--- config.mk ---
export PLATFORM = sky130hd
export DESIGN_NAME = plic_regs
export DESIGN_NICKNAME = d
export VERILOG_FILES = /design/src/soc_pkg.sv /design/src/plic_target.sv /design/src/plic_regs.sv
export SDC_FILE = /design/constraint.sdc
export NUM_CORES = 1
export LEC_CHECK = 0
export ABC_AREA = 1
export ABC_CLOCK_PERIOD_IN_PS = 5200
export BUFFER_PORTS_ARGS = -buffer_cell sky130_fd_sc_hd__buf_2
export CORE_MARGIN = 2
export CORE_UTILIZATION = 50
export CTS_BUF_LIST = sky130_fd_sc_hd__clkbuf_8
export DETAILED_ROUTE_END_ITERATION = 12
export GPL_ROUTABILITY_DRIVEN = 0
export PLACE_DENSITY_LB_ADDON = 0.3
export SYNTH_ARGS = -nofsm -noshare
export SYNTH_HDL_FRONTEND = slang
export SYNTH_HIERARCHICAL = 1
export SYNTH_SLANG_ARGS = --single-unit
--- constraint.sdc ---
create_clock -name CLOCK_50 -period 5.2 [get_ports CLOCK_50]
set_input_delay 0.26 -clock CLOCK_50 [delete_from_list [all_inputs] [get_ports CLOCK_50]]
set_output_delay 0.26 -clock CLOCK_50 [all_outputs]
set_load 0.05 [all_outputs]
--- src/soc_pkg.sv ---
package soc_pkg;

    // bus widths
    localparam int addr_w = 32;
    localparam int data_w = 64;

    // load/store type as driven by the core
    // bit 2 set means zero extension, bits 1:0 give the access size
    typedef enum logic [2:0] {
        ls_b  = 3'b000,
        ls_h  = 3'b001,
        ls_w  = 3'b010,
        ls_d  = 3'b011,
        ls_bu = 3'b100,
        ls_hu = 3'b101,
        ls_wu = 3'b110
    } ls_type_t;

    // priority and threshold width
    localparam int prio_w = 3;

    // default sizes
    // 32-bit words of on-chip RAM
    localparam int default_ram_words   = 256;
    // source ids, id 0 reserved
    localparam int default_num_sources = 6;

    // address map
    localparam logic [addr_w-1:0] ram_base  = 32'h0000_0000;
    localparam logic [addr_w-1:0] key_addr  = 32'h1000_0000;
    localparam logic [addr_w-1:0] plic_base = 32'h0C00_0000;

    // interrupt controller offsets from plic_base
    // priority registers sit at 4 * source id
    localparam logic [addr_w-1:0] plic_pending_off       = 32'h0000_1000;
    localparam logic [addr_w-1:0] plic_enable_off        = 32'h0000_2000;
    localparam logic [addr_w-1:0] plic_ctx_enable_stride = 32'h0000_0080;
    localparam logic [addr_w-1:0] plic_threshold_off     = 32'h0020_0000;
    localparam logic [addr_w-1:0] plic_claim_off         = 32'h0020_0004;
    localparam logic [addr_w-1:0] plic_ctx_stride        = 32'h0000_1000;
    localparam logic [addr_w-1:0] plic_span              = 32'h0040_0000;

endpackage

--- src/plic_target.sv ---
`timescale 1ns/1ps

module plic_target import soc_pkg::*; #(
    parameter int num_sources = default_num_sources
) (
    input  logic [num_sources-1:0]             candidates,
    input  logic [num_sources-1:0][prio_w-1:0] priorities,
    input  logic [prio_w-1:0]                  threshold,
    output logic [$clog2(num_sources)-1:0]     claim_id
);

    localparam int id_w = $clog2(num_sources);

    logic [prio_w-1:0] best_prio;

    // scan upward, strictly greater keeps the lowest id on ties
    // starting at threshold means an equal priority never wins
    always_comb begin
        best_prio = threshold;
        claim_id  = '0;
        for (int i = 1; i < num_sources; i++) begin
            if (candidates[i] && (priorities[i] > best_prio)) begin
                best_prio = priorities[i];
                claim_id  = id_w'(i);
            end
        end
    end

endmodule

--- src/plic_regs.sv ---
`timescale 1ns/1ps

module plic_regs import soc_pkg::*; #(
    parameter int num_sources = default_num_sources
) (
    input  logic                   CLOCK_50,
    input  logic                   KEY0,
    input  logic                   plic_access,
    input  logic                   plic_write,
    input  logic [addr_w-1:0]      plic_offset,
    input  logic [31:0]            plic_wdata,
    input  logic                   key_event,
    input  logic [num_sources-1:0] ext_irq,
    output logic [31:0]            plic_rdata,
    output logic                   meip,
    output logic                   seip
);

    localparam int id_w    = $clog2(num_sources);
    localparam int num_ctx = 2;

    logic [num_sources-1:0][prio_w-1:0] prio;
    logic [num_sources-1:0]             pending;
    logic [num_sources-1:0]             pending_set;
    logic [num_sources-1:0]             pending_clr;
    logic [num_ctx-1:0][num_sources-1:0] enable;
    logic [num_ctx-1:0][prio_w-1:0]     threshold;
    logic [num_ctx-1:0][id_w-1:0]       claim_id;
    logic [num_ctx-1:0]                 enable_hit;
    logic [num_ctx-1:0]                 threshold_hit;
    logic [num_ctx-1:0]                 claim_hit;
    logic [id_w-1:0]                    prio_id;
    logic                               prio_hit;
    logic                               pending_hit;
    logic                               rd;
    logic                               wr;

    assign rd = plic_access && !plic_write;
    assign wr = plic_access && plic_write;

    // priority window, id 0 has no register
    assign prio_id  = plic_offset[id_w+1:2];
    assign prio_hit = (plic_offset < addr_w'(num_sources * 4)) &&
                      (plic_offset[1:0] == 2'b00) && (prio_id != '0);
    assign pending_hit = (plic_offset == plic_pending_off);

    // context 0 is machine level, context 1 supervisor level
    for (genvar ctx = 0; ctx < num_ctx; ctx++) begin : g_ctx
        assign enable_hit[ctx]    = plic_offset == plic_enable_off + ctx * plic_ctx_enable_stride;
        assign threshold_hit[ctx] = plic_offset == plic_threshold_off + ctx * plic_ctx_stride;
        assign claim_hit[ctx]     = plic_offset == plic_claim_off + ctx * plic_ctx_stride;

        plic_target #(.num_sources(num_sources)) u_target (
            .candidates (pending & enable[ctx]),
            .priorities (prio),
            .threshold  (threshold[ctx]),
            .claim_id   (claim_id[ctx])
        );
    end

    // read mux, unknown offsets and claim writes give 0
    always_comb begin
        plic_rdata = '0;
        if (prio_hit) begin
            plic_rdata = 32'(prio[prio_id]);
        end
        if (pending_hit) begin
            plic_rdata = 32'(pending);
        end
        for (int c = 0; c < num_ctx; c++) begin
            if (enable_hit[c]) plic_rdata = 32'(enable[c]);
            if (threshold_hit[c]) plic_rdata = 32'(threshold[c]);
            if (claim_hit[c]) plic_rdata = 32'(claim_id[c]);
        end
    end

    // id 0 never pends, so a claim of 0 clears nothing
    always_comb begin
        pending_set = ext_irq;
        pending_set[0] = 1'b0;
        if (key_event) begin
            pending_set[1] = 1'b1;
        end
        pending_clr = '0;
        for (int c = 0; c < num_ctx; c++) begin
            if (rd && claim_hit[c]) begin
                pending_clr[claim_id[c]] = 1'b1;
            end
        end
    end

    always_ff @(posedge CLOCK_50 or negedge KEY0) begin
        if (!KEY0) begin
            prio      <= '0;
            pending   <= '0;
            enable    <= '0;
            threshold <= '0;
            meip      <= 1'b0;
            seip      <= 1'b0;
        end else begin
            // a line still high re-pends right after its claim
            pending <= (pending & ~pending_clr) | pending_set;
            if (wr) begin
                if (prio_hit) begin
                    prio[prio_id] <= plic_wdata[prio_w-1:0];
                end
                for (int c = 0; c < num_ctx; c++) begin
                    if (enable_hit[c]) enable[c] <= plic_wdata[num_sources-1:0];
                    if (threshold_hit[c]) threshold[c] <= plic_wdata[prio_w-1:0];
                end
            end
            meip <= (claim_id[0] != '0);
            seip <= (claim_id[1] != '0);
        end
    end

endmodule

# [After elaboration in Yosys (flattened, before gate mapping)]
# Cells that the tools add are included.
[classes] order_cmp=17 eq_ne=7 n_mux=38 bitwise_logic=6 n_reduce_logical=29
[op_table] cell="$mux W32" count=7
[op_table] cell="$eq A32 B22 Y1 const B" count=4
[op_table] cell="$eq A32 B14 Y1 const B" count=2
[op_table] cell="$mux W3" count=15
[op_table] cell="$eq A32 B13 Y1 const B" count=1
[op_table] cell="$lt A32 B5 Y1 const B" count=1
[op_table] cell="$gt A3 B3 Y1" count=10
[op_table] cell="$logic_and A1 B1 Y1" count=19
[op_table] cell="$and A6 B6 Y6" count=3
[op_table] cell="$bwmux W18" count=1
[op_table] cell="$lt A3 B4 Y1 const B" count=3
[op_table] cell="$mux W6" count=2
[op_table] cell="$or A6 B6 Y6" count=2
[op_table] cell="$reduce_and A2 Y1" count=5
[op_table] cell="$bmux W3 S3" count=1
[op_table] cell="$demux W3 S3" count=1
[op_table] cell="$ge A3 B1 Y1 const B" count=3
[op_table] cell="$reduce_bool A3 Y1" count=3
[op_table] cell="$mux W2" count=4
[op_table] cell="$demux W1 S3" count=2
[op_table] cell="$not A6 Y6" count=1
[op_table] cell="$mux W1" count=5
[op_table] cell="$logic_not A2 Y1" count=1
[op_table] cell="$logic_not A1 Y1" count=1
[totals] reg_bits=44 word_cells=110

# [Logic depth before layout (Yosys ltp)]
# Gate-level depths: netlist of run 1.
[logic_depth] depth_word=25 ltp_mapped=44

# [Cells and area by module]
# Netlist of run 1, hierarchy kept.
[by_module_without_submodules] mod="plic_regs" instances=1 cells_each=451 area_per_inst_um2=3116.7 seq_area_each_um2=1101.1
[by_module_without_submodules] mod="plic_target" instances=2 cells_each=99 area_per_inst_um2=584.3 seq_area_each_um2=0.0

# [Least setup slack after synthesis of run 1]
# No wires, ideal clock.
[synth_timing] path_type="register -> output" from="reg threshold[5] (netlist bit)" to="out plic_rdata[1]" arrival_ns=5.553 setup_slack_ns=-0.613 path_stages_with_launch=43 cell_sequence="dfrtp_1 > inv_1 > ha_1 > nand3_1 > nand2_1 > inv_2 > nand2_4 > nand2_1 > o21ai_0 > ha_1 > nor2_1 > or2_2 > nand3_2 > nand3_2 > nand2_4 > nand2_1 > o21ai_0 > inv_1 > (+7 left out) > ha_1 > nand2_1 > nor2_1 > a211oi_1 > nor2_1 > inv_1 > or2_2 > nand2_1 > ha_1 > nand2_1 > o21ai_0 > nand3_1 > nand2_1 > a21oi_1 > inv_1 > o21ai_1 > inv_1 > nand2_1"
[synth_rtl] item="start: declaration" line_no="plic_regs.sv:27" text="logic [num_ctx-1:0][prio_w-1:0] threshold;"
[synth_rtl] item="start signal: indexed assignment" line_no="plic_regs.sv:109" text="if (threshold_hit[c]) threshold[c] <= plic_wdata[prio_w-1:0];"
[synth_rtl] item="end: declaration" line_no="plic_regs.sv:14" text="output logic [31:0] plic_rdata,"

==> impl_metrics.tcl, run 1 <==
set metrics [dict create \
    layout_commonest_cell "nand2_1" \
    die_area_um2 9296 \
    pwr-share-comb_pct 14.6 \
    seqCellArea_um2 1104 \
    initial_core_util_pct 51.71 \
    critPathRequiredTime_ns 4.94 \
    layout_common_cells "nand2_1 (157), buf_4 (87), inv_1 (80)" \
    vias 4738 \
    gr-max-usage-layer "met2" \
    insertedDiodeCount 0 \
    area_delta_synth_final_pct 37.24 \
    path_max_fanout 5 \
    cp-start-kind "flop" \
    syn-cell-area_um2 4270 \
    hold_buffers 0 \
    skew_ns 0.007617 \
    maxSlewHeadroom_pct 31.35 \
    syn_inst 645 \
    critPathMostFrequentCell "nand2_4" \
    timing.final.crit_share_pct 116.2 \
    max_stage_delay_ns 0.46 \
    fmax_ghz 0.1655 \
    switchingPower_uw 220.0 \
    worstSetupPathType "flop to output port" \
    clockBufferDepth 2 \
    finalWirelength_mm 13.57 \
    final_util_pct 70.97 \
    grt_util_met2_pct 51.79 \
    sw_frac_of_total_pct 29.66 \
    cts_tree "built" \
    rsz0062_at_grt "true" \
    io_pins 109 \
    yosysWarnings 6 \
    finalSetupViolCount 11 \
    status "finished, violations left" \
    drtPass1Iterations 5 \
    power.density_nw_per_um2 126.6 \
    portBuffers 55 \
    dp_hpwl_mm 9.420 \
    r2r_start "prio[5]" \
    core-area_um2 8258 \
    worstPathArrival_ns 5.78 \
    chipWidth_um 96.42 \
    grt_use_total_pct 28.69 \
    cp-startpoint "prio[5]" \
    multi_input_area_um2 3112 \
    drive_gt1_share_pct 40.68 \
    antenna_found_initial 0 \
    nets 885 \
    p_int_uw 521.7 \
    worst_slew_pin_slew_ns 1.030 \
    cts-htree-levels 2 \
    post_drt_via_cell_ratio 5.300 \
    violations "setup timing" \
    fp.dieH_um 96.42 \
    p_leak_uw 0.003117 \
    maxCapViolCount 0 \
    numCtsBuffers 5 \
    cts_sinks 44 \
    end_kind "output port" \
    hold_violations 0 \
    p_seq_share_pct 46.1 \
    grt_pass1_wl_mm 20.35 \
    drt_iter0_markers 307 \
    clkPwrFrac_pct 39.3 \
    met3_usage_pct 4.189 \
    r2r_setup_slack_ns -0.58 \
    worstSkewPairLatency_ns 0.31 \
    worstHoldPathType "input pin to asynchronous set/reset pin" \
    ir_worst_vdd_v 0.0001311 \
    grt_pass1_vias 4370 \
    gr-total-overflow 0 \
    fill_cells 635 \
    ant_nets 0 \
    avgSynthCellArea_um2 6.621 \
    holdWs_ns 0.1253 \
    slew_viol_final 0 \
    cp_slowest_cell "dfrtp_2" \
    rows 33 \
    finalWorstSetupSlack_ns -0.8428 \
    drc 0 \
    cts-root-buf "clkbuf_8" \
    wl_per_cell_um 15.18 \
    period_needed_ns 6.043 \
    path_clk_slew_ns 0.09 \
    grt_use_met1_pct 35.14 \
    grt_max_degree 45 \
]
worst max-delay path: cells and delay by family (launching register included):
family / cells / cell delay [ns]
buffers and inverters: 5 / 0.50
adder cells (fa/ha/maj): 5 / 1.30
AO/OA/AOI/OAI: 9 / 0.98
AND/OR/NAND/NOR: 22 / 2.21
flip-flops: 1 / 0.46
area by class of cell:
type	count	area share (%)
clock buffer	6	1.409
clock inverter	2	0.6618
inverter	109	7.024
multi-input combinational	484	53.10
sequential	44	18.83
tap	105	2.242
timing repair buffer	144	16.74
power by group through the flow:
stage / registers, µW / clock network (µW) / logic (µW)
after floorplan: 349 / 0 / 86.2
after CTS: 342 / 294 / 108
after detailed placement: 349 / 0 / 107
after global routing: 342 / 307 / 118
final: 342 / 291 / 108
after global placement: 349 / 0 / 105
flip-flops by register name, indices dropped and copies added, names as in the netlist:
register and count:
seip 1, pending 6, enable 12, meip 1
threshold 6, prio 18
routing by layer:
metal / part of all wire (%) / wire length [µm]
met5: 0 / 0
met4: 3.9 / 535
met3: 7.0 / 949
met2: 49 / 6716
met1: 40 / 5368
final timing paths:
check                                 to  cells after the start
setup / recovery           plic_rdata[1]                     41
hold / removal                 enable[4]                      1
setup reg to reg              pending[5]                     42
hold reg to reg                  prio[1]                      0
max in group asynchronous        prio[4]                      1
min in group CLOCK_50         pending[2]                      2
timing repair:
action / 4_1_cts / 5_1_grt
buffers inserted: 39 / 8
setup endpoints to repair: 11 / 11
pin swaps: 55 / 64
cloned: 0 / 0
resized for setup: 48 / 52
metrics by stage:
| step | instance area, µm² | instances | setup slack, ns | total power, µW | setup TNS [ns] |
|---|---|---|---|---|---|
| after CTS | 5607 | 890 | -0.7592 | 743.3 | -5.061 |
| after global routing | 5861 | 894 | -1.176 | 767.1 | -9.916 |
| final | 5861 | 894 | -0.8428 | 741.7 | -6.412 |
| after floorplan | 4498 | 670 | -0.1730 | 434.9 | -0.8749 |
| after global placement | 5014 | 844 | -0.5753 | 453.5 | -4.895 |
| after detailed placement | 5014 | 844 | -0.7272 | 455.6 | -6.750 |
(Power assumes the default switching activity.)
==> run 2, diff against run 1 <==
Settings changed: CORE_UTILIZATION 50 to 40.
==> run 2 against run 1 <==
  * The run still ends with setup timing left
  * Count of clock-buffer cells in the layout unchanged
  * Flip-flop and latch count unchanged
  * Combinational power about the same
  * Critical endpoint is now plic_rdata[0]
==> impl_metrics.tcl, run 2 (same netlist as run 1, synthesis figures left out) <==
set metrics [dict create \
    status "finished, violations left" \
    violations "setup timing" \
    drive_gt1_share_pct 38.73 \
    p_seq_share_pct 49.5 \
    hold_violations 0 \
    sw_frac_of_total_pct 31.68 \
    skew_ns 0.01534 \
    nets 886 \
    grt_pass1_wl_mm 20.60 \
    worst_slew_pin_slew_ns 1.025 \
    dp_hpwl_mm 9.602 \
    portBuffers 55 \
    critPathMostFrequentCell "nand2_4" \
    area_delta_synth_final_pct 37.56 \
    placed_area_um2 5075 \
    worstSkewPairLatency_ns 0.31 \
    multi_input_area_um2 3083 \
    insertedDiodeCount 0 \
    fp.dieH_um 107.3 \
    slew_viol_final 0 \
    chipWidth_um 107.3 \
    cts_sinks 44 \
    cp-start-kind "flop" \
    ant_nets 0 \
    numCtsBuffers 5 \
    layout_commonest_cell "nand2_1" \
    drc 0 \
    cts_tree "built" \
    reg_top3 "prio x18, enable x12" \
    maxCapViolCount 0 \
    clkPwrFrac_pct 35.0 \
    setup_tns_ns -6.766 \
    largest_reg_flops 18 \
    rows 37 \
    p_leak_uw 0.003121 \
    worstPathArrival_ns 5.83 \
    cp_slowest_cell "dfrtp_1" \
    timing.final.crit_share_pct 117.2 \
    ir_worst_vdd_v 0.0001120 \
    period_needed_ns 6.093 \
    fmax_ghz 0.1641 \
    final_util_pct 56.90 \
    die_area_um2 11520 \
    r2r_setup_slack_ns -0.66 \
    drtPass1Iterations 5 \
    fill_cells 946 \
    clockBufferDepth 2 \
    critPathRequiredTime_ns 4.94 \
    grt_pass1_vias 4335 \
    gr-total-overflow 0 \
    worstSetupPathType "flop to output port" \
    pwr-share-comb_pct 15.5 \
    r2r_start "prio[4]" \
    initial_core_util_pct 41.36 \
    worstHoldPathType "input pin to asynchronous set/reset pin" \
    maxSlewHeadroom_pct 31.68 \
    grt_use_total_pct 22.56 \
    finalWirelength_mm 13.09 \
    grt_max_degree 45 \
    power_uw 691.0 \
    hold_buffers 0 \
    io_pins 109 \
    end_kind "output port" \
    cts-htree-levels 2 \
    antenna_found_initial 0 \
    p_int_uw 472.1 \
    finalSetupViolCount 11 \
    max_stage_delay_ns 0.41 \
    path_clk_slew_ns 0.10 \
    wl_per_cell_um 14.13 \
    rsz0062_at_grt "true" \
    seqCellArea_um2 1102 \
    drt_iter0_markers 335 \
    r2r_end "pending[4]" \
    top_register "prio" \
    post_drt_via_cell_ratio 4.970 \
    power.density_nw_per_um2 117.6 \
    design_area_um2 5874 \
    layout_common_cells "nand2_1 (161), inv_1 (86), buf_4 (83)" \
    reg2regPathDepth 43 \
    cts-root-buf "clkbuf_8" \
    finalWorstSetupSlack_ns -0.8927 \
    switchingPower_uw 218.9 \
    core-area_um2 10320 \
    path_max_fanout 5 \
    vias 4602 \
]
## run 2: area by class of cell
class | instances | share of cell area, %
clock buffer | 6 | 1.406
clock inverter | 2 | 0.2556
inverter | 109 | 7.050
multi-input combinational | 484 | 52.48
sequential | 44 | 18.76
tap | 136 | 2.897
timing repair buffer | 145 | 17.15
## run 2: routing by layer
| metal | track usage [%] | up-vias | share of wire (%) |
|---|---|---|---|
| li1 | - | 2278 | - |
| met1 | 28.91 | 2136 | 43 |
| met2 | 39.38 | 150 | 49 |
| met3 | 2.845 | 38 | 4.5 |
| met4 | 7.143 | 0 | 3.2 |
| met5 | 0 | - | 0 |
## run 2: worst max path at each step
stage,endpoint,startpoint,cells past startpoint,slack [ns]
3_5_place_dp,pending[4],prio[4],43,-0.78
2_1_floorplan,plic_rdata[1],prio[5],41,-0.17
5_1_grt,plic_rdata[0],prio[4],43,-1.18
3_3_place_gp,pending[4],prio[3],42,-0.64
4_1_cts,plic_rdata[1],prio[4],43,-0.76
6_report,plic_rdata[0],prio[4],43,-0.89
## run 2: power by group through the flow
stage,clock network (µW),registers [µW],logic (µW)
after floorplan,0,349,86.2
after global placement,0,349,106
after detailed placement,0,349,107
after CTS,244,342,107
after global routing,257,342,117
final,242,342,107
## run 2: worst max-delay path: cells and delay by family, from the launching register on
kind / cells / cell delay [ns]
simple gates: 25 / 2.50
fa+ha+maj: 5 / 1.38
compound gates: 7 / 0.67
flops: 1 / 0.41
buf+inv: 6 / 0.54
## run 2: timing repair
action | in CTS | in global routing
gates resized for setup | 56 | 37
pin swaps | 56 | 65
setup buffers | 30 | 14
endpoints found under the setup margin | 11 | 11
## run 2: per-stage QoR
| step | worst slack [ns] | hold slack (ns) | cells |
|---|---|---|---|
| 2_1_floorplan | -0.1730 | -0.03559 | 670 |
| 3_3_place_gp | -0.6425 | 0.3676 | 878 |
| 3_5_place_dp | -0.7803 | 0.3680 | 878 |
| 4_1_cts | -0.7608 | 0.1349 | 915 |
| 5_1_grt | -1.182 | 0.1363 | 926 |
| 6_report | -0.8927 | 0.1226 | 926 |
==> run 3, diff against run 2 <==
Settings changed: ABC_AREA 1 to not set, MAX_ROUTING_LAYER set to met4.
==> run 3 against run 2 <==
  * The flow still finishes with violations (setup timing)
  * Power down 3.8%
  * Count of clock-buffer cells in the layout unchanged
  * Synthesized cell count down 33%
  * Register-to-register slack worse by 0.61 ns
  * Area after synthesis down 4.5%
  * Fmax down 8.2%
  * Sequential power barely moved
  * Utilization grew 2.7 points
  * Critical path type unchanged
  * Critical endpoint is now plic_rdata[2]
  * Largest power group unchanged
==> impl_metrics.tcl, run 3 <==
set metrics [dict create \
    largest_reg_flops 18 \
    layout_common_cells "buf_4 (99), buf_2 (52), dfrtp_1 (42)" \
    gr-total-overflow 0 \
    maxCapViolCount 0 \
    clockBufferDepth 2 \
    ant_nets 0 \
    wl_per_cell_um 18.34 \
    status "finished, violations left" \
    worst_path_dominant_cell_family "compound AO/OA/AOI/OAI gates" \
    syn_inst 431 \
    end_kind "output port" \
    finalWorstSetupSlack_ns -1.437 \
    hold_violations 0 \
    skew_ns 0.01256 \
    fill_cells 830 \
    finalSetupViolCount 11 \
    cts_sinks 44 \
    worst_slew_pin_slew_ns 1.320 \
    path_clk_slew_ns 0.10 \
    grt_max_degree 45 \
    avgSynthCellArea_um2 9.461 \
    fmax_ghz 0.1507 \
    io_pins 109 \
    post_drt_via_cell_ratio 5.751 \
    finalWirelength_mm 13.35 \
    drt_iter0_markers 271 \
    core-area_um2 9819 \
    drtPass1Iterations 5 \
    chipWidth_um 105.0 \
    crit_buf_inv 5 \
    cp-start-kind "flop" \
    worstPathArrival_ns 6.38 \
    period_needed_ns 6.637 \
    layout_commonest_cell "buf_4" \
    vias 4187 \
    p_leak_uw 0.002599 \
    fp.dieH_um 105.0 \
    hold_buffers 0 \
    insertedDiodeCount 0 \
    cts_tree "built" \
    power.density_nw_per_um2 113.6 \
    grt_pass1_wl_mm 20.73 \
    top_register "prio" \
    nets 691 \
    grt_pass1_vias 4133 \
    numCtsBuffers 5 \
    initial_core_util_pct 41.53 \
    violations "setup timing" \
    antenna_found_initial 0 \
    portBuffers 55 \
    grt_use_total_pct 24.08 \
    reg_top3 "prio x18, enable x12" \
    holdWs_ns 0.1380 \
    timing.final.crit_share_pct 127.6 \
    cp_slowest_cell "dfrtp_2" \
    drc 0 \
    area_delta_synth_final_pct 43.45 \
    worstHoldPathType "input pin to asynchronous set/reset pin" \
    worstSkewPairLatency_ns 0.30 \
    drive_gt1_share_pct 56.13 \
    rows 36 \
    dp_slack_ns -1.361 \
    path_max_fanout 6 \
    cts-htree-levels 2 \
    rsz0062_at_grt "true" \
    critPathRequiredTime_ns 4.94 \
    worstSetupPathType "flop to output port" \
    die_area_um2 11020 \
    setup_tns_ns -13.51 \
    max_stage_delay_ns 0.44 \
    slew_viol_final 0 \
    maxSlewHeadroom_pct 11.30 \
    syn-cell-area_um2 4078 \
    dp_hpwl_mm 9.849 \
    ir_worst_vdd_v 0.0001220 \
    cts-root-buf "clkbuf_8" \
    yosysWarnings 6 \
]
[run 3: report_power, final]
part,total (µW),switching (µW),internal [µW],leakage (µW)
Clock,237,128,109,0.0000516
Combinational,85.4,67.5,17.8,0.00196
Sequential,342,0.00000101,342,0.000586
Total,664,196,469,0.00260
[run 3: metal layers]
metal	vias to the layer above	wire [µm]	track usage [%]
met5	-	0	-
met4	0	422	6.857
met3	48	785	3.119
met2	195	6508	40.07
met1	2038	5638	30.74
li1	1906	-	-
[run 3: final timing paths]
check                            from            end  slack, ns  depth (start not counted)
max                           prio[4]  plic_rdata[2]      -1.44                         37
min                              KEY0       prio[13]       0.14                          1
max reg2reg                   prio[4]     pending[4]      -1.27                         39
min reg2reg                   prio[1]        prio[1]       0.38                          0
max in group asynchronous        KEY0        prio[4]       4.36                          1
min in group CLOCK_50      ext_irq[4]     pending[4]       0.15                          2
[run 3: repair_timing]
action	CTS	global route
endpoints found under the hold margin	0	0
setup endpoints to repair	11	11
pin swaps	35	17
gates resized for setup	52	40
buffers inserted	24	10
[run 3: metrics by stage]
step / utilization (%) / total power [µW] / area [µm²] / instances
after floorplan: - / 416.4 / 4275 / 456
after global placement: 51.58 / 432.5 / 5065 / 687
after detailed placement: 51.58 / 433.8 / 5065 / 687
after CTS: 56.65 / 667.7 / 5563 / 718
after global routing: 59.57 / 686.5 / 5849 / 728
final: 59.57 / 664.5 / 5849 / 728
[run 3: final cells by class]
cell class	instances	area, µm²	area share [%]
Multi-Input combinational cell	352	3232	55.25
Timing Repair Buffer	164	1150	19.66
Sequential cell	44	1104	18.87
Tap cell	133	166.4	2.845
Inverter	27	101.3	1.733
Clock buffer	6	82.58	1.412
Clock inverter	2	13.76	0.2353
