===== src/soc_pkg.sv =====
package soc_pkg;

    // bus widths
    localparam int addr_w = 32;
    localparam int data_w = 64;

    // load/store type as driven by the core
    // bit 2 set means zero extension, bits 1:0 give the access size
    typedef enum logic [2:0] {
        ls_b  = 3'b000,
        ls_h  = 3'b001,
        ls_w  = 3'b010,
        ls_d  = 3'b011,
        ls_bu = 3'b100,
        ls_hu = 3'b101,
        ls_wu = 3'b110
    } ls_type_t;

    // priority and threshold width
    localparam int prio_w = 3;

    // default sizes
    // 32-bit words of on-chip RAM
    localparam int default_ram_words   = 256;
    // source ids, id 0 reserved
    localparam int default_num_sources = 6;

    // address map
    localparam logic [addr_w-1:0] ram_base  = 32'h0000_0000;
    localparam logic [addr_w-1:0] key_addr  = 32'h1000_0000;
    localparam logic [addr_w-1:0] plic_base = 32'h0C00_0000;

    // interrupt controller offsets from plic_base
    // priority registers sit at 4 * source id
    localparam logic [addr_w-1:0] plic_pending_off       = 32'h0000_1000;
    localparam logic [addr_w-1:0] plic_enable_off        = 32'h0000_2000;
    localparam logic [addr_w-1:0] plic_ctx_enable_stride = 32'h0000_0080;
    localparam logic [addr_w-1:0] plic_threshold_off     = 32'h0020_0000;
    localparam logic [addr_w-1:0] plic_claim_off         = 32'h0020_0004;
    localparam logic [addr_w-1:0] plic_ctx_stride        = 32'h0000_1000;
    localparam logic [addr_w-1:0] plic_span              = 32'h0040_0000;

endpackage


===== src/bus_slave_ctrl.sv =====
`timescale 1ns/1ps

module bus_slave_ctrl import soc_pkg::*; #(
    parameter int ram_words = default_ram_words
) (
    input  logic                         CLOCK_50,
    input  logic                         KEY0,
    input  logic [addr_w-1:0]            bus_address,
    input  ls_type_t                     bus_ls_type,
    input  logic [data_w-1:0]            bus_write_data,
    input  logic                         bus_read_enable,
    input  logic                         bus_write_enable,
    input  logic                         key_valid,
    input  logic [7:0]                   key_ascii,
    input  logic                         ram_done,
    input  logic [data_w-1:0]            ram_rdata,
    input  logic [31:0]                  plic_rdata,
    output logic [data_w-1:0]            bus_read_data,
    output logic                         bus_read_done,
    output logic                         bus_write_done,
    output logic                         ram_start,
    output logic                         ram_write,
    output logic [$clog2(ram_words)-1:0] ram_word_index,
    output logic [1:0]                   ram_byte_off,
    output ls_type_t                     ram_ls_type,
    output logic [data_w-1:0]            ram_wdata,
    output logic                         plic_access,
    output logic                         plic_write,
    output logic [addr_w-1:0]            plic_offset,
    output logic [31:0]                  plic_wdata,
    output logic                         key_event
);

    localparam int idx_w = $clog2(ram_words);
    localparam logic [addr_w-1:0] ram_bytes = addr_w'(ram_words * 4);

    typedef enum logic [1:0] {st_idle, st_dispatch, st_wait} state_t;
    typedef enum logic [1:0] {tgt_none, tgt_ram, tgt_key, tgt_plic} target_t;

    state_t            state;
    target_t           target;
    target_t           target_dec;
    logic              req_new;
    logic              req_write;
    logic [addr_w-1:0] req_addr;
    ls_type_t          req_ls;
    logic [data_w-1:0] req_wdata;
    logic [addr_w-1:0] req_ram_rel;
    logic [addr_w-1:0] ram_rel;
    logic [addr_w-1:0] plic_rel;
    logic [7:0]        key_reg;

    // only one request in flight, new pulses come while idle
    assign req_new = (state == st_idle) && (bus_read_enable || bus_write_enable);

    // decode straight off the bus, stored once with the request
    assign ram_rel  = bus_address - ram_base;
    assign plic_rel = bus_address - plic_base;

    always_comb begin
        if (ram_rel < ram_bytes) begin
            target_dec = tgt_ram;
        end else if (bus_address == key_addr) begin
            target_dec = tgt_key;
        end else if (plic_rel < plic_span) begin
            target_dec = tgt_plic;
        end else begin
            target_dec = tgt_none;
        end
    end

    // request payload, master may change its lines after the pulse
    always_ff @(posedge CLOCK_50) begin
        if (req_new) begin
            req_addr  <= bus_address;
            req_ls    <= bus_ls_type;
            req_wdata <= bus_write_data;
        end
    end

    always_ff @(posedge CLOCK_50 or negedge KEY0) begin
        if (!KEY0) begin
            state          <= st_idle;
            target         <= tgt_none;
            req_write      <= 1'b0;
            bus_read_done  <= 1'b1;
            bus_write_done <= 1'b1;
            bus_read_data  <= '0;
            key_reg        <= '0;
        end else begin
            // keyboard register, last code wins
            if (key_valid) begin
                key_reg <= key_ascii;
            end
            case (state)
                st_idle: begin
                    if (req_new) begin
                        state     <= st_dispatch;
                        target    <= target_dec;
                        req_write <= bus_write_enable;
                        if (bus_write_enable) begin
                            bus_write_done <= 1'b0;
                        end else begin
                            bus_read_done <= 1'b0;
                        end
                    end
                end
                st_dispatch: begin
                    state <= st_wait;
                    // target strobe is high this cycle
                    // non-RAM read data is ready now, claim clears at this edge
                    if (!req_write) begin
                        case (target)
                            tgt_key:  bus_read_data <= {{(data_w-8){1'b0}}, key_reg};
                            tgt_plic: bus_read_data <= {{(data_w-32){1'b0}}, plic_rdata};
                            tgt_none: bus_read_data <= '0;
                            default:  bus_read_data <= bus_read_data;
                        endcase
                    end
                end
                st_wait: begin
                    // RAM finishes on ram_done, the rest line up with a single-beat RAM
                    if (target != tgt_ram || ram_done) begin
                        state          <= st_idle;
                        bus_read_done  <= 1'b1;
                        bus_write_done <= 1'b1;
                        if (!req_write && target == tgt_ram) begin
                            bus_read_data <= ram_rdata;
                        end
                    end
                end
                default: state <= st_idle;
            endcase
        end
    end

    // RAM side, held stable for the whole access
    assign req_ram_rel    = req_addr - ram_base;
    assign ram_start      = (state == st_dispatch) && (target == tgt_ram);
    assign ram_write      = req_write;
    assign ram_word_index = req_ram_rel[idx_w+1:2];
    assign ram_byte_off   = req_ram_rel[1:0];
    assign ram_ls_type    = req_ls;
    assign ram_wdata      = req_wdata;

    // interrupt controller side
    // writes to key_addr fall through with no effect
    assign plic_access = (state == st_dispatch) && (target == tgt_plic);
    assign plic_write  = req_write;
    assign plic_offset = req_addr - plic_base;
    assign plic_wdata  = req_wdata[31:0];

    // raises source 1
    assign key_event = key_valid;

endmodule


===== config.mk =====
export PLATFORM = sky130hd
export DESIGN_NAME = bus_slave_ctrl
export DESIGN_NICKNAME = d
export VERILOG_FILES = /design/src/soc_pkg.sv /design/src/bus_slave_ctrl.sv
export SDC_FILE = /design/constraint.sdc
export NUM_CORES = 1
export LEC_CHECK = 0
export BUFFER_PORTS_ARGS = -buffer_cell sky130_fd_sc_hd__clkbuf_2
export CAP_MARGIN = 20
export CORE_AREA = 2 2 166 168
export CTS_BUF_LIST = sky130_fd_sc_hd__clkbuf_16
export CTS_CLUSTER_SIZE = 12
export DETAILED_ROUTE_END_ITERATION = 7
export DIE_AREA = 0 0 168 170
export GPL_ROUTABILITY_DRIVEN = 0
export PLACE_DENSITY_LB_ADDON = 0.2
export SYNTH_ARGS = -nofsm -noshare
export SYNTH_HDL_FRONTEND = slang
export SYNTH_SLANG_ARGS = --single-unit

===== constraint.sdc =====
create_clock -name CLOCK_50 -period 7.5 [get_ports CLOCK_50]
set_input_delay 0.75 -clock CLOCK_50 [delete_from_list [all_inputs] [get_ports CLOCK_50]]
set_output_delay 0.75 -clock CLOCK_50 [all_outputs]
set_load 0.02 [all_outputs]

# Word-level counts from Yosys, hierarchy flattened
# Index checks and enable logic that the tools add are counted.
# word_totals
reg_bits	178
latch_bits	0
ramBits	0
mem_bits_ro	0
output_inout_bits	212
word_cells	62
memories	0
# op_classes
n_addsub	2
multipliers	0
n_div	0
order_cmp	2
eq_ne	14
n_shift	0
muxes	18
n_bitwise	0
n_reduce_logical	16
# op_table
cell	count
$mux W64	3
$pmux W64 S3	1
$pmux W64 S2	1
$sub A32 B28 Y32 const B	2
$eq A32 B29 Y1 const B	1
$lt A32 B11 Y1 const B	1
$lt A32 B23 Y1 const B	1
$ne A2 B2 Y1 const B	6
$mux W2	5
$reduce_and A4 Y1	2
$eq A2 B2 Y1 const B	3
$pmux W2 S3	1
$mux W1	5
$reduce_and A5 Y1	1
$eq A2 B1 Y1 const B	2
$logic_and A1 B1 Y1	4
$logic_not A2 Y1	2
$ne A4 B1 Y1 const B	1
$pmux W1 S2	2
$reduce_and A2 Y1	2
$reduce_bool A2 Y1	2
$logic_or A1 B1 Y1	2
$ne A2 B1 Y1 const B	1
$logic_not A1 Y1	1

# Logic depth before layout (Yosys ltp)
# Gate-level depths: netlist of the first run.
# depth
ltp_word	5
depth_mapped	8

# Least setup slack after synthesis of the first run
# No wires, ideal clock.
# synth_path
path_kind	input -> register
from	in bus_read_enable
to	reg req_ls[0], in the netlist ram_ls_type[0], enable pin
setup_ps	452
t_arrival_ps	2822
required_time_ps	7048
slack_ps	4226
cell_stages	2
n_path_buf	0
path_cell_list	o21ai_1 -> inv_1
# synth_via
elab_chain_len	2
# synth_rtl
item	line	text
start, declared	bus_slave_ctrl.sv:11	input logic bus_read_enable,
$logic_or A1 B1 Y1	bus_slave_ctrl.sv:54	assign req_new = (state == st_idle) && (bus_read_enable || bus_write_enable);
$logic_and A1 B1 Y1	bus_slave_ctrl.sv:54	
net req_new	bus_slave_ctrl.sv:43	logic req_new;
end signal, assigned	bus_slave_ctrl.sv:76	req_ls <= bus_ls_type;
end, declared	bus_slave_ctrl.sv:46	ls_type_t req_ls;
# The timed path passes the listed nets, and every way through them passes these cells.
# A chain may end at the register's enable or synchronous reset.

# Worst setup path after layout of the first run
# layout_path
from	reg state[0]
to	reg bus_read_data[12]
# layout_via
elab_chain_len	3
# layout_rtl
item	line	text
start, declared	bus_slave_ctrl.sv:40	state_t state;
start signal, assigned	bus_slave_ctrl.sv:83	state <= st_idle;
start signal, assigned	bus_slave_ctrl.sv:98	state <= st_dispatch;
start signal, assigned	bus_slave_ctrl.sv:109	state <= st_wait;
$eq A2 B1 Y1 or $eq A2 B2 Y1 (tied branches)	bus_slave_ctrl.sv:95	case (state)
$ne A4 B1 Y1 (no source line) (tied with other cells)	n/a	
$reduce_and A5 Y1 (no source line)	n/a	
end signal, assigned	bus_slave_ctrl.sv:114	tgt_key: bus_read_data <= {{(data_w-8){1'b0}}, key_reg};
end signal, assigned	bus_slave_ctrl.sv:115	tgt_plic: bus_read_data <= {{(data_w-32){1'b0}}, plic_rdata};
end signal, assigned	bus_slave_ctrl.sv:117	default: bus_read_data <= bus_read_data;
end, declared	bus_slave_ctrl.sv:18	output logic [data_w-1:0] bus_read_data,
# Several ways; a longest one is shown, not always the timed one.

==> flow_summary.json, run 1 <==
{
  "cts_tree": "yes",
  "die_width_um": 168,
  "grt_start_max_net_pins": 78,
  "synth_compound_area_frac": 0.0540,
  "synth_fa_ha_area_frac": 0.0135,
  "ir_drop_v": 0.000142,
  "final_cell_mix": "clkbuf_2 (419), edfxtp_1 (99), dfrtp_1 (77), nand2_1 (46), inv_1 (38)",
  "synth_mux_area_frac": 0.105,
  "critPathArrivalTime_ps": 3270,
  "clk_pin_slew_ps": 80,
  "cts_sinks": 178,
  "synthDistinctLibCells": 42,
  "status": "finished, final reports clean",
  "hold_ws_ps": 211,
  "diodes": 0,
  "synth_top_family_by_area": "multiplexers",
  "grt.total_usage": 0.146,
  "pwr-share-clk": 0.223,
  "drive_gt1_frac": 0.534,
  "post-route-util": 0.375,
  "grt_pass1_vias": 5118,
  "intPower_mw": 2.44,
  "grt_remaining_overflow": 0,
  "insertion_delay_ps": 430,
  "max_slew_margin": 0.334,
  "min_path_type": "in -> async",
  "comb_power_share": 0.406,
  "swShare": 0.407,
  "yosys_most_used_dff": "edfxtp_1",
  "die_area_um2": 28600,
  "final_hold_viol_count": 0,
  "h-tree-depth": 4,
  "routedWlPerCell_um": 17.5,
  "syn_area_um2": 7440,
  "drt_iter0_markers": 217,
  "worst_pin_slew_ps": 994,
  "yosysSeqAreaShare": 0.666,
  "worstPathRequired_ps": 7800,
  "dp_hpwl_um": 16600,
  "area_delta_synth_final_pct": 34.3,
  "startpoint_type": "register",
  "start_util": 0.279,
  "synth-seq-cells": 178,
  "endpoint_kind": "register",
  "synth_nets": 743,
  "portBuffers": 420,
  "cts_max_path_buffers": 2,
  "cts_setup_buffers": 0,
  "leakage_nw": 4.92,
  "synth_edf_count": 99,
  "post_synth_inst_count": 526,
  "root_buffer": "clkbuf_16",
  "drt_wl_total_um": 21500,
  "p_sw_mw": 1.67,
  "min_period_ps": 2970,
  "avgSynthCellArea_um2": 14.1,
  "setup_viol": 0,
  "reg2reg_slack_ps": 4530,
  "ioPinCount": 421,
  "vias": 5235,
  "rsz0062_at_grt": "false",
  "worstSetupPathType": "reg -> reg",
  "cap_violations": 0,
  "numCtsBuffers": 17,
  "async_reset_ff_frac": 0.444,
  "slew_viol_final": 0,
  "finalCritPeriodShare": 0.396,
  "cts.repair.resized": 0,
  "routed_via_density": 4.25,
  "antenna_found_initial": 0,
  "drc": 0,
  "drtPass1Iterations": 4,
  "p_seq_frac": 0.371,
  "nets": 1095,
  "holdBufCountCts": 0,
  "ys_warn_count": 0,
  "crit_fanout": 77,
  "synthSimpleGateAreaFrac": 0.0521,
  "fill_cells": 2668,
  "fin_skew_ps": 21.2,
  "pwr_density_cell_nw_per_um2": 411,
  "core_um2": 26700,
  "std_cell_rows": 60,
  "setup-tns-final_ps": 0,
  "synthXorXnorAreaFrac": 0.00471,
  "layout_commonest_cell": "clkbuf_2",
  "die_h_um": 170,
  "ant_nets": 0,
  "grt_pass1_wl_um": 30800,
  "max_clock_freq_ghz": 0.337
}
## synthesized netlist by cell type, drive strengths merged, types with 2 or more instances
cell,instances,area (um2)
a21oi,8,40.0
a22o,24,210
a22oi,7,52.6
and2,2,12.5
and3b,2,18.8
buf,83,604
clkbuf,8,30.0
dfrtp,77,1930
dfstp,2,52.6
edfxtp,99,2970
ha,8,100
inv,39,146
mux2,41,462
mux2i,32,320
nand2,47,179
nand3,2,10.0
nor2,6,22.5
nor2b,2,12.5
nor3,4,20.0
nor4,6,65.1
o21ai,12,60.1
or2,2,12.5
xor2,3,26.3
## through the flow
| stage | area (um2) | setup WS [ps] | cells | total power [mW] |
|---|---|---|---|---|
| 2_1_floorplan | 7440 | 4230 | 526 | 2.79 |
| 3_5_place_dp | 9390 | 4390 | 1200 | 3.26 |
| 5_1_grt | 9990 | 4260 | 1232 | 4.37 |
| 6_report | 9990 | 4530 | 1232 | 4.11 |
| 4_1_cts | 9990 | 4390 | 1232 | 4.20 |
| 3_3_place_gp | 9390 | 4410 | 1200 | 3.25 |
## routing by layer
metal / GRT usage / vias up / wire [um]
li1: - / 2474 / -
met1: 0.168 / 2492 / 8330
met2: 0.244 / 257 / 10600
met3: 0.0642 / 12 / 2180
met4: 0.0439 / 0 / 350
met5: 0 / - / 0
## worst paths after layout
path                                   startpoint           endpoint  depth (start not counted)
worst min register to register  bus_read_data[15]  bus_read_data[15]                          1
worst min-delay path                         KEY0  bus_read_data[42]                          1
worst max register to register           state[0]  bus_read_data[12]                          7
max in group asynchronous                    KEY0  bus_read_data[15]                          2
min in group CLOCK_50           bus_write_data[8]       ram_wdata[8]                          1
worst max-delay path                     state[0]  bus_read_data[12]                          7
## power groups by stage
| stage | sequential [mW] | clock (mW) | combinational, mW |
|---|---|---|---|
| floorplan | 1.81 | 0 | 0.982 |
| global placement | 1.54 | 0 | 1.71 |
| detailed placement | 1.55 | 0 | 1.71 |
| CTS | 1.53 | 0.958 | 1.71 |
| global route | 1.56 | 0.998 | 1.81 |
| finish | 1.52 | 0.918 | 1.67 |
## area by class of cell
| type | instances | area [um2] | area share |
|---|---|---|---|
| Clock buffer | 17 | 425 | 0.0426 |
| Clock inverter | 15 | 183 | 0.0183 |
| Inverter | 39 | 149 | 0.0149 |
| Multi-Input combinational cell | 218 | 1720 | 0.173 |
| Sequential cell | 178 | 4950 | 0.495 |
| Tap cell | 341 | 427 | 0.0427 |
| Timing Repair Buffer | 424 | 2130 | 0.214 |
## kinds of logic (layout without fill, tap and decap cells)
kind of cell	count (synthesis)	after routing
AO/OA/AOI/OAI	55	55
multiplexers	73	73
adder cells (fa/ha/maj)	8	8
AND/OR/NAND/NOR	78	78
flip-flops	178	178
buffers and inverters	130	495
XOR/XNOR	4	4
## worst max-delay path, stage by stage, from the launching register on
cell	delay [ps]
dfrtp_1	390
inv_1	90
ha_2	160
buf_4	580
o21ai_1	230
nand3_4	260
buf_4	670
mux2_1	390
Note: power is estimated with default switching activity, not from simulation.
==> run 2: changes to the inputs <==
--- a/config.mk
+++ b/config.mk
@@ -5,13 +5,14 @@
 export SDC_FILE = /design/constraint.sdc
 export NUM_CORES = 1
 export LEC_CHECK = 0
+export ABC_AREA = 1
 export BUFFER_PORTS_ARGS = -buffer_cell sky130_fd_sc_hd__clkbuf_2
 export CAP_MARGIN = 20
-export CORE_AREA = 2 2 166 168
+export CORE_AREA = 2 2 161 163
 export CTS_BUF_LIST = sky130_fd_sc_hd__clkbuf_16
 export CTS_CLUSTER_SIZE = 12
 export DETAILED_ROUTE_END_ITERATION = 7
-export DIE_AREA = 0 0 168 170
+export DIE_AREA = 0 0 163 165
 export GPL_ROUTABILITY_DRIVEN = 0
 export PLACE_DENSITY_LB_ADDON = 0.2
 export SYNTH_ARGS = -nofsm -noshare
==> constraint.sdc (replaced) <==
create_clock -name CLOCK_50 -period 2.6 [get_ports CLOCK_50]
set_input_delay 0.26 -clock CLOCK_50 [delete_from_list [all_inputs] [get_ports CLOCK_50]]
set_output_delay 0.26 -clock CLOCK_50 [all_outputs]
set_load 0.02 [all_outputs]
==> run 2 against run 1 <==
  * Sequential cell count unchanged
  * Clock skew down 7.1 ps
  * Global-route usage up 1.9 points
  * Clock-buffer cell count unchanged
  * Critical path depth down 3
  * Combinational power rose to 2.9 times the previous value
  * Synthesized cell count up 21%
  * Die area down 5.8%
  * Utilization up 4.2 points
  * Sequential share of layout area down 2.1 points
  * Critical endpoint is now plic_offset[31]
==> flow_summary.json, run 2 <==
{
  "synth_edf_count": 99,
  "cts_setup_buffers": 0,
  "crit_fanout": 3,
  "clk_pin_slew_ps": 70,
  "power_mw": 11.8,
  "grt_pass1_wl_um": 32900,
  "core_um2": 25000,
  "critPathArrivalTime_ps": 1750,
  "setup_viol": 0,
  "numCtsBuffers": 17,
  "pwr-share-clk": 0.208,
  "path_delay_family": "flip-flops",
  "swShare": 0.426,
  "die_width_um": 163,
  "min_path_type": "in -> reg",
  "fin_ws_ps": 594,
  "pwr_density_cell_nw_per_um2": 1130,
  "fin_skew_ps": 14.1,
  "routed_via_density": 4.19,
  "grt_start_max_net_pins": 79,
  "slew_viol_final": 0,
  "rsz0062_at_grt": "false",
  "pre_cts_ws_ps": 697,
  "critPathBufInv": 1,
  "synth_nets": 853,
  "dpl-instance-area_um2": 9370,
  "cpMaxStageDelayCell": "edfxtp_1",
  "insertion_delay_ps": 420,
  "path_cells": "a21oi_1 -> nor3b_1 -> xor2_1 -> clkbuf_2",
  "leakage_nw": 5.06,
  "ir_drop_v": 0.000469,
  "cap_violations": 0,
  "grt.total_usage": 0.165,
  "drive_gt1_frac": 0.453,
  "root_buffer": "clkbuf_16",
  "yosysSeqAreaShare": 0.668,
  "layout_commonest_cell": "clkbuf_2",
  "synth-seq-cells": 178,
  "p_seq_frac": 0.379,
  "die_area_um2": 26900,
  "max_clock_freq_ghz": 0.499,
  "grt_remaining_overflow": 0,
  "drc": 0,
  "synth_top_area_share": 0.401,
  "intPower_mw": 6.76,
  "worstPathRequired_ps": 2340,
  "drt_wl_total_um": 23000,
  "ys_warn_count": 0,
  "endpoint_kind": "primary output",
  "synth.most_common_cell": "nand2_1",
  "post_synth_inst_count": 636,
  "startpoint_type": "register",
  "p_sw_mw": 5.02,
  "cpPeakStageDelay_ps": 420,
  "portBuffers": 420,
  "ioPinCount": 421,
  "min_period_ps": 2010,
  "synth_area_leader_cell": "edfxtp_1",
  "std_cell_rows": 58,
  "async_reset_ff_frac": 0.444,
  "cts_max_path_buffers": 2,
  "status": "finished, final reports clean",
  "antenna_found_initial": 0,
  "design_area_um2": 10400,
  "ant_nets": 0,
  "fill_cells": 2488,
  "routedWlPerCell_um": 16.7,
  "synthDistinctLibCells": 28,
  "final_cell_mix": "clkbuf_2 (419), nand2_1 (159), edfxtp_1 (99), dfrtp_1 (77), o21ai_1 (58)",
  "cts_tree": "yes",
  "avgSynthCellArea_um2": 11.7,
  "drtPass1Iterations": 4,
  "worstSetupPathType": "reg -> out",
  "drt_iter0_markers": 295,
  "h-tree-depth": 4,
  "grt_pass1_vias": 5655,
  "comb_power_share": 0.413,
  "start_util": 0.296,
  "area_delta_synth_final_pct": 40.7,
  "synthTopCellsByCount": "nand2_1 (159), edfxtp_1 (99), dfrtp_1 (77)",
  "vias": 5785,
  "syn_area_um2": 7420,
  "worst_pin_slew_ps": 744,
  "die_h_um": 165,
  "final_hold_viol_count": 0,
  "synth.area.top_cells": "edfxtp_1 (40%), dfrtp_1 (26%), nand2_1 (8.0%)",
  "nets": 1256,
  "finalCritPeriodShare": 0.771,
  "yosys_most_used_dff": "edfxtp_1",
  "max_slew_margin": 0.504,
  "diodes": 0,
  "dp_hpwl_um": 17700,
  "cts_sinks": 178
}
## run 2: cell count changes after synthesis, moves of 3 or more
cell     previous run  this run
o21ai_0             5        12
buf_6               0         9
mux2i_1            32         0
mux2_1             33         0
nand2_1            46       159
o21ai_1             7        58
buf_4              76        71
a21oi_1             8         3
nor4_1              3         0
a22o_1             24         0
nor2_1              6        27
a22oi_1             7        32
## run 2: final timing paths
check	start	end	slack (ps)	cells after the start
min in group asynchronous	KEY0	key_reg[7]	420	2
max in group asynchronous	KEY0	bus_read_data[48]	1540	3
worst max-delay path	req_addr[26]	plic_offset[31]	590	4
worst max register to register	state[0]	ram_wdata[6]	680	5
worst min-delay path	bus_write_data[32]	ram_wdata[32]	20	1
worst min register to register	bus_read_data[1]	bus_read_data[1]	490	2
## run 2: layout make-up
class | count | area [um2] | share of cell area
flip-flops and latches | 178 | 4950 | 0.475
repair buffers | 479 | 2740 | 0.262
multi-input cells | 323 | 1630 | 0.156
clock buffers | 17 | 425 | 0.0408
well taps | 330 | 413 | 0.0396
inverters | 40 | 154 | 0.0147
clock inverters | 15 | 128 | 0.0122
## run 2: per-stage QoR
stage	TNS (ps)	hold slack, ps	util	std cells
CTS	0	0.617	0.412	1370
global route	0	0.311	0.417	1382
global placement	0	352	0.374	1299
detailed placement	0	353	0.374	1299
finish	0	24.9	0.417	1382
floorplan	-71.2	-35.6	-	636
## run 2: per-layer routing
layer,up-vias,routed length [um],share of wire,track usage
met5,-,0,0,0
met4,0,176,0.0076,0.0366
met3,9,2390,0.10,0.0683
met2,264,11200,0.49,0.271
met1,2644,9290,0.40,0.202
li1,2868,-,-,-
## run 2: logic make-up after synthesis
group	after synthesis	share of synthesized area
xor gates and xnor gates	4	0.00472
AOI/OAI and AO/OA	107	0.0835
buffers and inverters	135	0.116
and+or+nand+nor	196	0.102
DFF	178	0.668
adders and majority gates	8	0.0135
muxes	8	0.0121
## run 2: what timing repair did
| item | in CTS | in global routing |
|---|---|---|
| gates resized for setup | 0 | 0 |
| hold buffers | 39 | 12 |
| hold endpoints to repair | 82 | 12 |
## run 2: power groups by stage
| stage | sequential, mW | combinational [mW] | clock, mW |
|---|---|---|---|
| 3_5_place_dp | 4.52 | 4.88 | 0 |
| 6_report | 4.47 | 4.86 | 2.45 |
| 5_1_grt | 4.57 | 5.32 | 2.67 |
| 4_1_cts | 4.48 | 4.93 | 2.54 |
| 2_1_floorplan | 5.29 | 2.75 | 0 |
| 3_3_place_gp | 4.52 | 4.85 | 0 |
## run 2: worst register-to-register path, cell delays in order, from the launching register on
cell        delay (ps)
dfrtp_1            400
inv_1              100
ha_2               230
o21ai_4             80
clkinvlp_4         280
buf_12             390
==> run 3: changes to the inputs <==
--- a/config.mk
+++ b/config.mk
@@ -5,14 +5,14 @@
 export SDC_FILE = /design/constraint.sdc
 export NUM_CORES = 1
 export LEC_CHECK = 0
-export ABC_AREA = 1
+export ABC_AREA = 0
 export BUFFER_PORTS_ARGS = -buffer_cell sky130_fd_sc_hd__clkbuf_2
 export CAP_MARGIN = 20
-export CORE_AREA = 2 2 161 163
+export CORE_AREA = 2 2 163 165
 export CTS_BUF_LIST = sky130_fd_sc_hd__clkbuf_16
 export CTS_CLUSTER_SIZE = 12
 export DETAILED_ROUTE_END_ITERATION = 7
-export DIE_AREA = 0 0 163 165
+export DIE_AREA = 0 0 165 167
 export GPL_ROUTABILITY_DRIVEN = 0
 export PLACE_DENSITY_LB_ADDON = 0.2
 export SYNTH_ARGS = -nofsm -noshare
==> constraint.sdc (replaced) <==
create_clock -name CLOCK_50 -period 2 [get_ports CLOCK_50]
set_input_delay 0.2 -clock CLOCK_50 [delete_from_list [all_inputs] [get_ports CLOCK_50]]
set_output_delay 0.2 -clock CLOCK_50 [all_outputs]
set_load 0.02 [all_outputs]
==> run 3 against run 2 <==
  * Die area increased by 2.5%
  * Final area increased by 11%
  * Critical path type unchanged
  * Total power increased by 36%
  * Critical endpoint is now plic_offset[30]
  * Sequential share of layout area decreased by 4.6 points
  * Sequential power increased by 29%
  * Clock-buffer cell count unchanged
  * Final cell count about the same
==> flow_summary.json, run 3 (synthesis gave the netlist of run 1 again) <==
{
  "die_h_um": 167,
  "routedWlPerCell_um": 16.8,
  "drt_iter0_markers": 305,
  "multi_input_area_um2": 1750,
  "critPathBufInv": 1,
  "grt_remaining_overflow": 0,
  "min_period_ps": 1940,
  "cpMaxStageDelayCell": "edfxtp_1",
  "leakage_nw": 5.58,
  "h-tree-depth": 4,
  "endpoint_kind": "primary output",
  "clk_pin_slew_ps": 80,
  "ant_nets": 0,
  "critPathArrivalTime_ps": 1740,
  "final_hold_viol_count": 0,
  "instances_no_fill": 1383,
  "setup-tns-final_ps": 0,
  "vias": 5833,
  "setup_viol": 0,
  "max_clock_freq_ghz": 0.515,
  "fin_skew_ps": 13.7,
  "dp_hpwl_um": 17200,
  "root_buffer": "clkbuf_16",
  "pwr_density_cell_nw_per_um2": 1390,
  "drt_wl_total_um": 23200,
  "reg2reg_depth": 7,
  "portBuffers": 420,
  "numCtsBuffers": 17,
  "setup.worst_path.start": "req_addr[26]",
  "finalCritPeriodShare": 0.971,
  "reg2reg_slack_ps": 170,
  "dpl-instance-area_um2": 9550,
  "antenna_found_initial": 0,
  "cts_max_path_buffers": 2,
  "met1_usage": 0.183,
  "final_cell_mix": "clkbuf_2 (418), dlygate4sd3_1 (138), edfxtp_1 (99), dfrtp_1 (77), nand2_1 (46)",
  "ir_drop_v": 0.000670,
  "hold_ws_ps": 38.5,
  "place_inst": 1209,
  "r2r_end": "bus_read_data[9]",
  "area_delta_synth_final_pct": 55.4,
  "die_area_um2": 27600,
  "pre_cts_ws_ps": 135,
  "grt_pass1_vias": 6024,
  "crit_fanout": 3,
  "status": "finished, final reports clean",
  "rsz0062_at_grt": "true",
  "fill_cells": 2465,
  "met2_usage": 0.291,
  "routed_via_density": 4.22,
  "seqCellArea_um2": 4950,
  "worstSetupPathType": "reg -> out",
  "nets": 1252,
  "drtPass1Iterations": 4,
  "std_cell_rows": 59,
  "grt_start_max_net_pins": 100,
  "cts_tree": "yes",
  "min_path_type": "in -> reg",
  "ioPinCount": 421,
  "worst_pin_slew_ps": 594,
  "hold_path_depth": 3,
  "grt_pass1_wl_um": 34000,
  "drc": 0,
  "cap_violations": 0,
  "cpPeakStageDelay_ps": 450,
  "core_um2": 25800,
  "post-route-util": 0.449,
  "slew_viol_final": 0,
  "max_slew_margin": 0.604,
  "start_util": 0.289,
  "use_met3": 0.0595,
  "path_delay_family": "flip-flops",
  "grt.total_usage": 0.163,
  "insertion_delay_ps": 430,
  "fin_ws_ps": 57.5,
  "drive_gt1_frac": 0.478,
  "power_mw": 16.0,
  "die_width_um": 165,
  "worstPathRequired_ps": 1800,
  "cp_num_cells": 4,
  "crit_path_end": "plic_offset[30]",
  "diodes": 0,
  "startpoint_type": "register",
  "r2r_start": "target[1]",
  "design_area_um2": 11600,
  "layout_commonest_cell": "clkbuf_2",
  "path_cells": "ha_1 -> nor3_1 -> xor2_1 -> buf_2",
  "cts_sinks": 178,
  "busiest_layer": "met2"
}
[run 3: cell types whose count changed in the layout (fill, tap and decap cells not counted), sizes merged, moves of 6 or more]
cell / change
nand2: -113
dlygate4sd3: +87
o21ai: -58
mux2: +33
mux2i: +32
a22oi: -25
a22o: +24
nor2: -23
buf: +16
inv: -6
nor4: +6
[run 3: layer usage]
metal	vias up	share of wire
met4	0	0.0093
li1	2789	-
met5	-	0
met2	256	0.51
met1	2773	0.39
met3	15	0.094
[run 3: worst min-delay path by stage]
stage,endpoint,slack [ps],start
after floorplan,bus_read_data[0],-100,KEY0
after global placement,bus_read_data[14],210,KEY0
after detailed placement,bus_read_data[14],200,KEY0
after CTS,req_addr[20],0.3,bus_address[20]
after global routing,bus_read_data[45],20,ram_rdata[45]
final,bus_read_data[45],40,ram_rdata[45]
[run 3: final cells by class]
type,instances,share of cell area
clock buffer,17,0.0368
multi-input combinational,218,0.152
timing repair buffer,581,0.320
sequential,178,0.428
clock inverter,15,0.0141
tap,335,0.0363
inverter,39,0.0130
[run 3: report_power, final]
part           switching (mW)  internal [mW]
Sequential              0.565           5.20
Combinational            4.23           2.73
Clock                    1.66           1.68
Total                    6.45           9.60
[run 3: worst register-to-register path: stages, from the launching register on]
cell     delay, ps
dfrtp_1        420
inv_1          140
ha_1           220
nand2_1         60
o21ai_1        200
nand3_4        150
buf_4          220
mux2_1         320
[run 3: timing repair]
item / CTS / global route
endpoints found under the hold margin: 165 / 3
endpoints found under the setup margin: 0 / 7
hold buffers: 135 / 3
gates resized for setup: 0 / 2
buffers inserted: 0 / 4
